===== src/common/uart_pkg.sv =====
`default_nettype none

package uart_pkg;

   typedef logic [7:0]  byte_t;
   typedef logic [31:0] bus_addr_t;
   typedef logic [31:0] bus_data_t;
   typedef logic [15:0] mem_addr_t;
   typedef logic [8:0]  baud_cnt_t;

   // Bit timing in clock cycles
   localparam int CLKS_PER_BIT  = 478;
   localparam int CLKS_HALF_BIT = 240;
   localparam baud_cnt_t BIT_LAST  = baud_cnt_t'(CLKS_PER_BIT - 1);
   localparam baud_cnt_t HALF_LAST = baud_cnt_t'(CLKS_HALF_BIT - 1);

   // Slave register map
   localparam bus_addr_t TX_DATA_ADDR = 32'h8002_0000;
   localparam bus_addr_t TX_BUSY_ADDR = 32'h8002_0010;
   localparam bus_addr_t RX_REC_ADDR  = 32'h8002_0020;
   localparam bus_addr_t RX_FULL_ADDR = 32'h8002_0030;

   localparam byte_t CMD_PROG_MEM = 8'h30;   // Followed by 2 addr and 4 data bytes
   localparam byte_t CMD_RST_CLR  = 8'h10;
   localparam byte_t CMD_RST_SET  = 8'h11;
   localparam byte_t CMD_COM_MODE = 8'h50;   // No way back out

   typedef enum logic [1:0] {
      RX_WAIT,
      RX_START,
      RX_SHIFT,
      RX_STOP
   } rx_state_t;

   typedef enum logic [1:0] {
      TX_IDLE,
      TX_START,
      TX_SHIFT,
      TX_STOP
   } tx_state_t;

   typedef enum logic [2:0] {
      CMD_EXEC,
      CMD_ADDR_B0,
      CMD_ADDR_B1,
      CMD_DAT_B0,
      CMD_DAT_B1,
      CMD_DAT_B2,
      CMD_DAT_B3,
      CMD_COM
   } cmd_state_t;

endpackage

`default_nettype wire

===== src/hdl/uart_bridge.sv =====
`timescale 1ns/1ps
`default_nettype none

module uart_bridge (
   input  wire                      clk,
   input  wire                      c_ex_rst,
   input  wire                      uart_rx,
   output logic                     uart_tx,
   output logic                     c_user_rst,
   input  wire                      bus_wr_valid,
   input  wire uart_pkg::bus_addr_t bus_wr_addr,
   input  wire uart_pkg::bus_data_t bus_wr_data,
   input  wire                      bus_rd_valid,
   input  wire uart_pkg::bus_addr_t bus_rd_addr,
   output logic                     bus_rd_ready,
   output uart_pkg::bus_data_t      bus_rd_data,
   output logic                     mem_wr_valid,
   output uart_pkg::bus_addr_t      mem_wr_addr,
   output uart_pkg::bus_data_t      mem_wr_data
);
   import uart_pkg::*;

   logic  rx_valid;
   byte_t rx_data;
   logic  com_valid;
   logic  tx_start;
   byte_t tx_byte;
   logic  tx_busy;

   uart_rx u_rx (
      .clk      (clk),
      .c_ex_rst (c_ex_rst),
      .uart_rx  (uart_rx),
      .rx_valid (rx_valid),
      .rx_data  (rx_data)
   );

   cmd_decoder u_cmd (
      .clk          (clk),
      .c_ex_rst     (c_ex_rst),
      .rx_valid     (rx_valid),
      .rx_data      (rx_data),
      .mem_wr_valid (mem_wr_valid),
      .mem_wr_addr  (mem_wr_addr),
      .mem_wr_data  (mem_wr_data),
      .c_user_rst   (c_user_rst),
      .com_valid    (com_valid)
   );

   bus_regs u_regs (
      .clk          (clk),
      .c_ex_rst     (c_ex_rst),
      .bus_wr_valid (bus_wr_valid),
      .bus_wr_addr  (bus_wr_addr),
      .bus_wr_data  (bus_wr_data),
      .bus_rd_valid (bus_rd_valid),
      .bus_rd_addr  (bus_rd_addr),
      .bus_rd_ready (bus_rd_ready),
      .bus_rd_data  (bus_rd_data),
      .rx_data      (rx_data),
      .com_valid    (com_valid),
      .tx_busy      (tx_busy),
      .tx_start     (tx_start),
      .tx_byte      (tx_byte)
   );

   uart_tx u_tx (
      .clk      (clk),
      .c_ex_rst (c_ex_rst),
      .tx_start (tx_start),
      .tx_byte  (tx_byte),
      .uart_tx  (uart_tx),
      .tx_busy  (tx_busy)
   );

endmodule

`default_nettype wire


===== src/hdl/bus_regs.sv =====
`timescale 1ns/1ps
`default_nettype none

module bus_regs (
   input  wire                      clk,
   input  wire                      c_ex_rst,
   input  wire                      bus_wr_valid,
   input  wire uart_pkg::bus_addr_t bus_wr_addr,
   input  wire uart_pkg::bus_data_t bus_wr_data,
   input  wire                      bus_rd_valid,
   input  wire uart_pkg::bus_addr_t bus_rd_addr,
   output logic                     bus_rd_ready,
   output uart_pkg::bus_data_t      bus_rd_data,
   input  wire uart_pkg::byte_t     rx_data,
   input  wire                      com_valid,
   input  wire                      tx_busy,
   output logic                     tx_start,
   output uart_pkg::byte_t          tx_byte
);
   import uart_pkg::*;

   byte_t rx_rec;
   logic  rx_full;
   logic  rd_tx_busy;
   logic  rd_rx_rec;
   logic  rd_rx_full;

   assign tx_start = bus_wr_valid && (bus_wr_addr == TX_DATA_ADDR);
   assign tx_byte  = bus_wr_data[7:0];

   assign rd_tx_busy = bus_rd_valid && (bus_rd_addr == TX_BUSY_ADDR);
   assign rd_rx_rec  = bus_rd_valid && (bus_rd_addr == RX_REC_ADDR);
   assign rd_rx_full = bus_rd_valid && (bus_rd_addr == RX_FULL_ADDR);

   // Overwritten by each byte, no back-pressure
   always_ff @(posedge clk) begin
      if (com_valid) begin
         rx_rec <= rx_data;
      end
   end

   always_ff @(posedge clk or posedge c_ex_rst) begin
      if (c_ex_rst) begin
         rx_full <= 1'b0;
      end else if (com_valid) begin
         rx_full <= 1'b1;   // New byte wins over a read
      end else if (rd_rx_rec) begin
         rx_full <= 1'b0;
      end
   end

   always_comb begin
      bus_rd_data = '0;
      if (rd_tx_busy) begin
         bus_rd_data = bus_data_t'(tx_busy);
      end else if (rd_rx_rec) begin
         bus_rd_data = bus_data_t'(rx_rec);
      end else if (rd_rx_full) begin
         bus_rd_data = bus_data_t'(rx_full);
      end
   end

   assign bus_rd_ready = rd_tx_busy || rd_rx_rec || rd_rx_full;

   assert property (@(posedge clk) disable iff (c_ex_rst) bus_rd_ready |-> bus_rd_valid)
      else $error("bus_rd_ready without bus_rd_valid");

endmodule

`default_nettype wire


===== src/hdl/cmd_decoder.sv =====
`timescale 1ns/1ps
`default_nettype none

module cmd_decoder (
   input  wire                  clk,
   input  wire                  c_ex_rst,
   input  wire                  rx_valid,
   input  wire uart_pkg::byte_t rx_data,
   output logic                 mem_wr_valid,
   output uart_pkg::bus_addr_t  mem_wr_addr,
   output uart_pkg::bus_data_t  mem_wr_data,
   output logic                 c_user_rst,
   output logic                 com_valid
);
   import uart_pkg::*;

   cmd_state_t state;
   mem_addr_t  wr_addr;
   bus_data_t  wr_data;

   always_ff @(posedge clk or posedge c_ex_rst) begin
      if (c_ex_rst) begin
         state        <= CMD_EXEC;
         c_user_rst   <= 1'b1;
         mem_wr_valid <= 1'b0;
      end else begin
         mem_wr_valid <= 1'b0;
         if (rx_valid) begin
            unique case (state)
               CMD_EXEC: begin
                  if (rx_data == CMD_PROG_MEM) begin
                     state <= CMD_ADDR_B0;
                  end else if (rx_data == CMD_RST_CLR) begin
                     c_user_rst <= 1'b0;
                  end else if (rx_data == CMD_RST_SET) begin
                     c_user_rst <= 1'b1;
                  end else if (rx_data == CMD_COM_MODE) begin
                     state <= CMD_COM;
                  end
               end
               CMD_ADDR_B0: state <= CMD_ADDR_B1;
               CMD_ADDR_B1: state <= CMD_DAT_B0;
               CMD_DAT_B0:  state <= CMD_DAT_B1;
               CMD_DAT_B1:  state <= CMD_DAT_B2;
               CMD_DAT_B2:  state <= CMD_DAT_B3;
               CMD_DAT_B3: begin
                  state        <= CMD_EXEC;
                  mem_wr_valid <= 1'b1;   // Last data byte lands on the same edge
               end
               CMD_COM: state <= CMD_COM;
            endcase
         end
      end
   end

   // Address and data bytes, LSB first
   always_ff @(posedge clk) begin
      if (rx_valid) begin
         unique case (state)
            CMD_ADDR_B0: wr_addr[7:0]   <= rx_data;
            CMD_ADDR_B1: wr_addr[15:8]  <= rx_data;
            CMD_DAT_B0:  wr_data[7:0]   <= rx_data;
            CMD_DAT_B1:  wr_data[15:8]  <= rx_data;
            CMD_DAT_B2:  wr_data[23:16] <= rx_data;
            CMD_DAT_B3:  wr_data[31:24] <= rx_data;
            default: begin
            end
         endcase
      end
   end

   assign mem_wr_addr = bus_addr_t'(wr_addr);
   assign mem_wr_data = wr_data;

   // Every byte goes to the bus side once in com mode
   assign com_valid = rx_valid && (state == CMD_COM);

   assert property (@(posedge clk) disable iff (c_ex_rst) mem_wr_valid |=> !mem_wr_valid)
      else $error("mem_wr_valid high on two consecutive cycles");

endmodule

`default_nettype wire


===== src/tx/uart_tx.sv =====
`timescale 1ns/1ps
`default_nettype none

module uart_tx (
   input  wire                  clk,
   input  wire                  c_ex_rst,
   input  wire                  tx_start,
   input  wire uart_pkg::byte_t tx_byte,
   output logic                 uart_tx,
   output logic                 tx_busy
);
   import uart_pkg::*;

   tx_state_t  state;
   baud_cnt_t  baud_cnt;
   logic [2:0] bit_cnt;    // Data bits already sent
   byte_t      shreg;
   logic       bit_tick;

   assign bit_tick = (baud_cnt == BIT_LAST);
   assign tx_busy  = (state != TX_IDLE);

   always_ff @(posedge clk or posedge c_ex_rst) begin
      if (c_ex_rst) begin
         state    <= TX_IDLE;
         baud_cnt <= '0;
         bit_cnt  <= '0;
         uart_tx  <= 1'b1;
      end else begin
         unique case (state)
            TX_IDLE: begin
               if (tx_start) begin
                  state    <= TX_START;
                  baud_cnt <= '0;
                  bit_cnt  <= '0;
                  uart_tx  <= 1'b0;   // Start bit
               end
            end
            TX_START: begin
               baud_cnt <= baud_cnt + 1'b1;
               if (bit_tick) begin
                  baud_cnt <= '0;
                  uart_tx  <= shreg[0];
                  state    <= TX_SHIFT;
               end
            end
            TX_SHIFT: begin
               baud_cnt <= baud_cnt + 1'b1;
               if (bit_tick) begin
                  baud_cnt <= '0;
                  bit_cnt  <= bit_cnt + 1'b1;
                  if (bit_cnt == 3'd7) begin
                     uart_tx <= 1'b1;   // Stop bit
                     state   <= TX_STOP;
                  end else begin
                     uart_tx <= shreg[0];
                  end
               end
            end
            TX_STOP: begin
               baud_cnt <= baud_cnt + 1'b1;
               if (bit_tick) begin
                  state <= TX_IDLE;
               end
            end
         endcase
      end
   end

   // Frame data, loaded only when idle
   always_ff @(posedge clk) begin
      if (state == TX_IDLE && tx_start) begin
         shreg <= tx_byte;
      end else if ((state == TX_START || state == TX_SHIFT) && bit_tick) begin
         shreg <= {1'b0, shreg[7:1]};
      end
   end

   assert property (@(posedge clk) disable iff (c_ex_rst) (state == TX_IDLE) |-> uart_tx)
      else $error("uart_tx low while transmitter idle");

endmodule

`default_nettype wire


===== src/rx/uart_rx.sv =====
`timescale 1ns/1ps
`default_nettype none

module uart_rx (
   input  wire                  clk,
   input  wire                  c_ex_rst,
   input  wire                  uart_rx,
   output logic                 rx_valid,
   output uart_pkg::byte_t      rx_data
);
   import uart_pkg::*;

   logic [2:0] nrx_filt;   // Inverted line, newest in bit 0
   logic       maj_low;
   rx_state_t  state;
   baud_cnt_t  baud_cnt;
   logic [8:0] shreg;      // Data plus sentinel
   logic       bit_tick;
   logic       half_tick;

   assign bit_tick  = (baud_cnt == BIT_LAST);
   assign half_tick = (baud_cnt == HALF_LAST);

   // Line filter and majority decision
   always_ff @(posedge clk or posedge c_ex_rst) begin
      if (c_ex_rst) begin
         nrx_filt <= '0;
         maj_low  <= 1'b0;
      end else begin
         nrx_filt <= {nrx_filt[1:0], ~uart_rx};
         maj_low  <= (nrx_filt[0] & nrx_filt[1]) |
                     (nrx_filt[0] & nrx_filt[2]) |
                     (nrx_filt[1] & nrx_filt[2]);
      end
   end

   always_ff @(posedge clk or posedge c_ex_rst) begin
      if (c_ex_rst) begin
         state    <= RX_WAIT;
         baud_cnt <= '0;
      end else begin
         baud_cnt <= baud_cnt + 1'b1;
         unique case (state)
            RX_WAIT: begin
               baud_cnt <= '0;
               if (nrx_filt == 3'b111) begin   // Three low samples
                  state <= RX_START;
               end
            end
            RX_START: begin
               if (half_tick) begin
                  baud_cnt <= '0;
                  state    <= RX_SHIFT;
               end
            end
            RX_SHIFT: begin
               if (bit_tick) begin
                  baud_cnt <= '0;
               end
               // Sentinel reached bit 0, all 8 bits in
               if (shreg[0]) begin
                  state <= RX_STOP;
               end
            end
            RX_STOP: begin
               if (bit_tick) begin
                  state <= RX_WAIT;
               end
            end
         endcase
      end
   end

   always_ff @(posedge clk) begin
      if (state == RX_WAIT) begin
         shreg <= 9'h100;
      end else if (state == RX_SHIFT && bit_tick) begin
         shreg <= {~maj_low, shreg[8:1]};   // LSB first
      end
   end

   assign rx_valid = (state == RX_STOP) && bit_tick;
   assign rx_data  = shreg[8:1];

   assert property (@(posedge clk) disable iff (c_ex_rst) rx_valid |=> !rx_valid)
      else $error("rx_valid high on two consecutive cycles");

endmodule

`default_nettype wire


===== config.mk =====
export PLATFORM = sky130hd
export DESIGN_NAME = uart_bridge
export DESIGN_NICKNAME = d
export VERILOG_FILES = /design/src/common/uart_pkg.sv /design/src/hdl/uart_bridge.sv /design/src/hdl/bus_regs.sv /design/src/hdl/cmd_decoder.sv /design/src/tx/uart_tx.sv /design/src/rx/uart_rx.sv
export SDC_FILE = /design/constraint.sdc
export NUM_CORES = 1
export LEC_CHECK = 0
export ABC_CLOCK_PERIOD_IN_PS = 3100
export BUFFER_PORTS_ARGS = -buffer_cell sky130_fd_sc_hd__buf_2
export CAP_MARGIN = 15
export CELL_PAD_IN_SITES_DETAIL_PLACEMENT = 1
export CELL_PAD_IN_SITES_GLOBAL_PLACEMENT = 1
export CORE_ASPECT_RATIO = 0.9
export CORE_UTILIZATION = 38
export DETAILED_ROUTE_END_ITERATION = 10
export GPL_TIMING_DRIVEN = 1
export HOLD_SLACK_MARGIN = 0.15
export PLACE_DENSITY = 0.92
export SLEW_MARGIN = 0
export SYNTH_ARGS = -nofsm -noshare
export SYNTH_HDL_FRONTEND = slang
export SYNTH_HIERARCHICAL = 1
export SYNTH_SLANG_ARGS = --single-unit

===== constraint.sdc =====
create_clock -name clk -period 3.1 [get_ports clk]
set_clock_uncertainty 0.2 [all_clocks]
set_input_delay 0.155 -clock clk [delete_from_list [all_inputs] [get_ports clk]]
set_output_delay 0.155 -clock clk [all_outputs]
set_load 0.05 [all_outputs]

Word level (Yosys, flattened, before mapping)
Cells that the tools add are included.

Add/subtract/negate cells: 3. Eq/ne operators: 38. Mux-type cells: 41. Bitwise gates (word level): 8. Reductions and logical operators: 34.

Operators by type and width (count): $eq A32 B32 Y1 const B (4); $mux W32 (2); $pmux W9 S3 (2); $mux W9 (4); $pmux W3 S8 (1); $add A9 B1 Y9 const B (2); $eq A3 B3 Y1 const B (6); $eq A9 B9 Y1 const B (2); $mux W2 (9); $mux W3 (6); $ne A2 B1 Y1 const B (9); $eq A8 B5 Y1 const B (2); $mux W8 (2); $pmux W2 S4 (2); $reduce_and A4 Y1 (4); $reduce_and A2 Y1 (6); $mux W1 (11); $reduce_bool A2 Y1 (5); $eq A9 B8 Y1 const B (1); $logic_and A1 B1 Y1 (9); $eq A2 B2 Y1 const B (4); $eq A8 B6 Y1 const B (1); $eq A8 B7 Y1 const B (1); $eq A3 B2 Y1 const B (2); other kinds (17) (27).

Bits in registers: 109. Output and inout bits: 100. Logic and storage cells: 145.

Longest topological paths before layout
Gate-level depths: netlist (run 1).

Depth after elaboration: 6. Depth in mapped cells: 10. Gate-level depth less buffers: 9.

Modules after synthesis
The synthesis (run 1) kept the hierarchy.

Modules (own cells, without submodules): cmd_decoder (instances 1, cells an instance 110, area each 1931.9 um^2, seq. area each 1567.8 um^2); uart_tx (instances 1, cells an instance 127, area each 1320.0 um^2, seq. area each 616.8 um^2); uart_rx (instances 1, cells an instance 110, area each 1177.4 um^2, seq. area each 555.5 um^2); bus_regs (instances 1, cells an instance 91, area each 867.1 um^2, seq. area each 265.3 um^2).

Least setup slack after synthesis (run 1)
OpenSTA, ideal clock, no wires.

Kind: input -> output. Start point: in bus_rd_addr[6]. End point: out bus_rd_data[1]. Data arrival time: 2.251 ns. Path slack: 0.494 ns. Stages on the path: 3. Path through: nor4_2 > nand4_2 > nor4_1.

Cells in the longest elaborated chain, start to end: 4.

Ends and longest elaborated chain: start, declared (RTL line uart_bridge.sv:14) `input wire uart_pkg::bus_addr_t bus_rd_addr,`; $eq A32 B32 Y1 (RTL line bus_regs.sv:32) `assign rd_rx_rec = bus_rd_valid && (bus_rd_addr == RX_REC_ADDR);`; $logic_and A1 B1 Y1 (RTL line bus_regs.sv:32); $mux W32 (RTL line bus_regs.sv:56) `end else if (rd_rx_rec) begin`; $mux W32 * (RTL line bus_regs.sv:54) `if (rd_tx_busy) begin`; end, declared (RTL line uart_bridge.sv:16) `output uart_pkg::bus_data_t bus_rd_data,`.

Every way passes the cells marked *; elsewhere a longest branch is shown, timed or not.

Worst setup path after layout (run 1)
Start point: in bus_rd_addr[18]. End point: out bus_rd_data[6].

The elaborated chain is that of the path after synthesis.

==> results of run 1 <==
## cells in the final DEF, fill, tap and decap left out, drive strengths merged, types with 2 or more instances in the layout
master | Yosys | final
buf | 60 | 149
edfxtp | 64 | 64
conb | 2 | 40
nor2 | 37 | 37
nand2 | 34 | 34
dfrtp | 34 | 34
inv | 29 | 32
nor4 | 20 | 20
dlygate4sd3 | 0 | 19
ha | 17 | 17
o21ai | 15 | 15
nand3 | 12 | 12
nor3 | 11 | 11
mux2 | 11 | 11
mux2i | 10 | 10
clkbuf | 4 | 10
dfxtp | 9 | 9
xnor2 | 8 | 8
nand4 | 7 | 7
xor2 | 6 | 6
nand2b | 4 | 4
or3 | 4 | 4
a21oi | 3 | 3
nor4b | 3 | 3
bufinv | 0 | 2
o41ai | 2 | 2
o22ai | 2 | 2
o221ai | 2 | 2
a32oi | 2 | 2
dfstp | 2 | 2
and3b | 2 | 2
a2bb2oi | 2 | 2
o311ai | 2 | 2
o211ai | 2 | 2
and3 | 2 | 2
## sequential cells by signal, indices dropped and copies added (netlist names), named ones only
| register | count |
|---|---|
| u_tx/state | 2 |
| u_tx/bit_cnt | 3 |
| u_rx/nrx_filt | 3 |
| u_tx/shreg | 8 |
| u_cmd/mem_wr_valid | 1 |
| u_tx/baud_cnt | 9 |
| u_tx/uart_tx | 1 |
| u_regs/rx_full | 1 |
| u_cmd/mem_wr_data | 32 |
| u_rx/maj_low | 1 |
| u_cmd/state | 2 |
| u_rx/state | 2 |
| u_regs/rx_rec | 8 |
| u_rx/shreg | 9 |
| u_rx/baud_cnt | 9 |
| u_cmd/c_user_rst | 1 |
| u_cmd/wr_addr | 16 |
## where the power goes
part	switching (mW)	internal, mW
clock	0.529	0.719
sequential	0.0451	1.55
combinational	0.302	0.168
## through the flow
stage,power (mW),hold WS (ns),setup slack [ns],std cells,instance area (um2)
floorplan,2.00,-0.316,0.494,476,5440
global placement,2.04,-0.154,0.650,729,5960
detailed placement,2.08,-0.141,0.604,729,5960
CTS,3.33,0.180,0.178,764,6470
global route,3.43,0.258,0.0143,764,6470
finish,3.32,0.183,0.194,764,6470
## final timing paths
| check | to | cells after the start |
|---|---|---|
| min in group asynchronous | u_tx/baud_cnt[2] | 3 |
| min reg2reg | u_rx/nrx_filt[2] | 0 |
| max | bus_rd_data[6] | 7 |
| max reg2reg | u_regs/rx_full | 11 |
| max in group asynchronous | u_cmd/c_user_rst | 4 |
| min | u_tx/bit_cnt[2] | 6 |
## what timing repair did
| item | CTS | global route |
|---|---|---|
| hold endpoints to repair | 46 | 0 |
| resized for setup | 0 | 0 |
| hold buffers | 19 | 0 |
## kinds of logic (layout without fill, tap and decap cells)
| family | count (synthesis) | in the layout | share of synthesized area |
|---|---|---|---|
| AO/OA/AOI/OAI | 40 | 40 | 0.0645 |
| XOR/XNOR | 14 | 14 | 0.0232 |
| adder cells (fa/ha/maj) | 18 | 18 | 0.0420 |
| buffers and inverters | 93 | 213 | 0.109 |
| flip-flops | 109 | 109 | 0.567 |
| multiplexers | 21 | 21 | 0.0430 |
| other | 2 | 40 | 0.00142 |
| AND/OR/NAND/NOR | 141 | 141 | 0.150 |
## worst min-delay path, delay by kind of cell
| kind | cells | cell delay, ns |
|---|---|---|
| buf+inv | 2 | 0.23 |
| simple gates | 3 | 0.17 |
| compound gates | 1 | 0.10 |
## per-layer routing
metal  track usage  wire length, um  vias up
met5             0                0        -
met3        0.0474              799       29
met4        0.0835              312        0
met2         0.398             7870      155
met1         0.228             5660     1932
li1              -                -     1761
## cell type report
class,count,share of cell area
clock buffers,10,0.0354
multi-input cells,274,0.287
clock inverters,6,0.0145
well taps,168,0.0325
flip-flops and latches,109,0.464
inverters,29,0.0168
repair buffers,168,0.150
==> run metrics, run 1 <==
largest net degree at the start of global routing=20; initial cell density of the core=0.393; Worst-Skew Late Latency=0.35 ns; multi-input combinational cell area=0.00186 mm2; CP max-delay cell=dlygate4sd3_1; grt ovf=0; wire per inst=19.2 um; DRT Pass-1 Iters=4; hold_sp=bus_wr_addr[17]; vias in the first global route=4,308; run status=complete, no violations; Total Routed Length=14,600 um; crit path DAT=2.55 ns; Residual DRC=0; Startpoint Class=input port; CP Class=input port to primary output; most common cell in the netlist=edfxtp_1; postcts setup bufs=0; delay-heaviest family, CP=buffers and inverters; DP Wirelength=10,200 um; Clock Path Buffers=2; Syn-to-layout area delta=22.2%; EDFF count, synth=64; Pwr per Cell Area=513 mW/mm2; row count=40; Reg area=0.00301 mm2; antenna viol nets, final=0; ANT cells=0; ys async rst share=0.330; setup TNS=0 ns; share of the yosys chip area belonging to registers=0.567; PortBufs=136; Max-cap violations=0; max frequency=344 MHz; core area=0.0135 mm2; 1st-iter DRT viols=244; FF+latch count, synth=109; crit-path cells=dlygate4sd3_1 -> buf_2 -> nor4_2 -> dlygate4sd3_1 -> nand4_2 -> nor4_1 -> buf_2; Synth Cell Area=0.00530 mm2; first-pass GRT wire length=22,900 um; fillers=1,453; Worst slew margin=0.566; Synth area leaders=edfxtp_1 (36%), dfrtp_1 (16%), buf_4 (7.9%); Die Wd=126 um; final hold viol count=0; min Tclk post-route=2.91 ns; clock sink total=109; final critical-path share of the clock period=0.937; Slew @ Worst Pin=0.650 ns; Leak=2.91 nW; clk root buf=clkbuf_16; Syn. warnings=6; antenna violations before repair=0; post-synth cell types=59; CP startpoint=bus_rd_addr[18]; Worst Path Required=2.74 ns; Slew Viols, Final=0; Die Y=114 um; Min-Delay Path Class=input port to flip-flop; reg2reg start=u_rx/baud_cnt[0]; final-report setup violation count=0; Final nets=709; total CTS buffers=9; critical-path maximum fanout=10; CTS tree=built; Vias/cell=5.07; Synth Area per Inst=12.1 um2; CP peak stage delay=0.60 ns; Yosys top cell by area=edfxtp_1; IO Pins=201; RD Place Congestion=0.860; ys flop type=edfxtp_1; # H-tree levels=3; most frequent cells after synthesis=edfxtp_1 (64), buf_4 (56), nor2_1 (37), dfrtp_1 (34), nand2_1 (34); Clock Pin Slew Worst Setup and Hold Paths=0.07 ns; Synth top area share=0.363; r2r setup slk=0.23 ns; Via Count=3,877; full die area=0.0144 mm2; Syn Inst Count=438; fin util=0.481; Buffers & Inverters on Critical Path=4; crit end category=primary output; total track usage=0.210; unrepaired setup endpoints after global routing=false; Max VDD drop=263 uV; layout cells sized above 1=0.322
Note: power is estimated with default switching activity, not from simulation.
==> inputs of run 2 (changes only) <==
- CORE_MARGIN: default -> 3
- CTS_CLUSTER_SIZE: default -> 10
==> run 2 against run 1 <==
  * Die area is 6.8% higher
  * Power shrank 0.43%
  * Flip-flop and latch count is the same
==> run metrics, run 2 (synthesis gave the netlist of run 1 again) <==
run status=complete, no violations; non-filler cells, final=760; Die Wd=130 um; Syn-to-layout area delta=21.9%; Seq pwr share=0.483; Clock Pin Slew Worst Setup and Hold Paths=0.07 ns; Max VDD drop=261 uV; # H-tree levels=3; first-pass GRT wire length=21,100 um; wire per inst=18.1 um; hold-fix buffers at CTS=21; crit path DAT=2.58 ns; initial cell density of the core=0.392; switching part of the total power=0.259; Startpoint Class=input port; critical-path maximum fanout=10; Comb pwr share=0.141; Resized cells post-CTS=0; Cell Int Power=2.45 mW; Slew Viols, Final=0; Worst-Skew Late Latency=0.36 ns; Residual DRC=0; Via Count=3,746; row count=40; DP Wirelength=9910 um; CP Class=input port to primary output; unrepaired setup endpoints after global routing=false; vias in the first global route=4,006; layout cells sized above 1=0.314; Min-Delay Path Class=input port to flip-flop; grt ovf=0; Vias/cell=4.93; postcts setup bufs=0; Die Y=118 um; clock sink total=109; Worst Path Required=2.74 ns; total track usage=0.178; total CTS buffers=9; max frequency=341 MHz; CTS tree=built; worst r2r path cells=11; Max-cap violations=0; max FFs per register=32; PortBufs=136; final-report setup violation count=0; Placed Cells=723; clk root buf=clkbuf_16; 1st-iter DRT viols=241; Slew @ Worst Pin=0.757 ns; largest net degree at the start of global routing=18; final critical-path share of the clock period=0.946; most common cell after layout, fill and taps aside=buf_2; Clock power frac=0.376; min Tclk post-route=2.93 ns; fillers=1,489; setup TNS=0 ns; Clock Path Buffers=2; setup ws final=0.167 ns; Leak=2.88 nW; final hold viol count=0; DRT Pass-1 Iters=4; hold path cells=5; most frequent cells in the layout=buf_2 (136), edfxtp_1 (64), conb_1 (40); antenna viol nets, final=0; RD Place Congestion=0.844; pre-CTS worst setup slack=0.530 ns; post-route cell area=0.00645 mm2; full die area=0.0154 mm2; IO Pins=201; antenna violations before repair=0; Final nets=705; Total Routed Length=13,700 um; Pwr per Cell Area=512 mW/mm2; ANT cells=0; Worst slew margin=0.494; core area=0.0135 mm2; crit end category=primary output; Net Sw Power=0.855 mW; dpl cell area=0.00591 mm2
[run 2: metrics by stage]
step	utilization	power [mW]	hold WS, ns
after detailed placement	0.438	2.08	-0.127
after global routing	0.478	3.44	0.247
final	0.478	3.30	0.210
after global placement	0.438	2.04	-0.128
after floorplan	-	2.00	-0.316
after CTS	0.478	3.34	0.186
[run 2: path summary, 6_finish.rpt]
check,start,endpoint,slack [ns]
setup / recovery,bus_rd_addr[0],bus_rd_data[7],0.17
hold / removal,bus_wr_addr[15],u_tx/shreg[7],0.21
setup reg to reg,u_rx/baud_cnt[0],u_regs/rx_full,0.25
hold reg to reg,u_rx/nrx_filt[1],u_rx/nrx_filt[2],0.22
max in group asynchronous,c_ex_rst,u_cmd/c_user_rst,1.70
min in group asynchronous,c_ex_rst,u_rx/state[1],0.28
[run 2: layout make-up]
cell class | instances | area (um2) | area share
clock buffer | 12 | 279 | 0.0432
clock inverter | 4 | 51.3 | 0.00795
inverter | 29 | 109 | 0.0169
multi-input combinational | 274 | 1860 | 0.288
sequential | 109 | 3010 | 0.466
tap | 168 | 210 | 0.0326
timing repair buffer | 164 | 943 | 0.146
[run 2: layer usage]
layer	routed length [um]	vias to the layer above	GRT usage	part of all wire
met5	0	-	0	0
met3	952	20	0.0417	0.069
li1	-	1755	-	-
met4	266	0	0.0572	0.019
met1	5230	1846	0.197	0.38
met2	7290	125	0.328	0.53
[run 2: critical path: stages]
cell and delay [ns]:
dlygate4sd3_1 0.54, buf_2 0.14, nor4_4 0.11, dlygate4sd3_1 0.59, nand4_2 0.22, nor4_1 0.47, buf_2 0.35
[run 2: power groups by stage]
stage | combinational [mW] | clock, mW | sequential [mW]
final | 0.467 | 1.24 | 1.59
after global routing | 0.519 | 1.32 | 1.60
after CTS | 0.473 | 1.27 | 1.60
after detailed placement | 0.453 | 0 | 1.63
after global placement | 0.418 | 0 | 1.62
after floorplan | 0.386 | 0 | 1.62
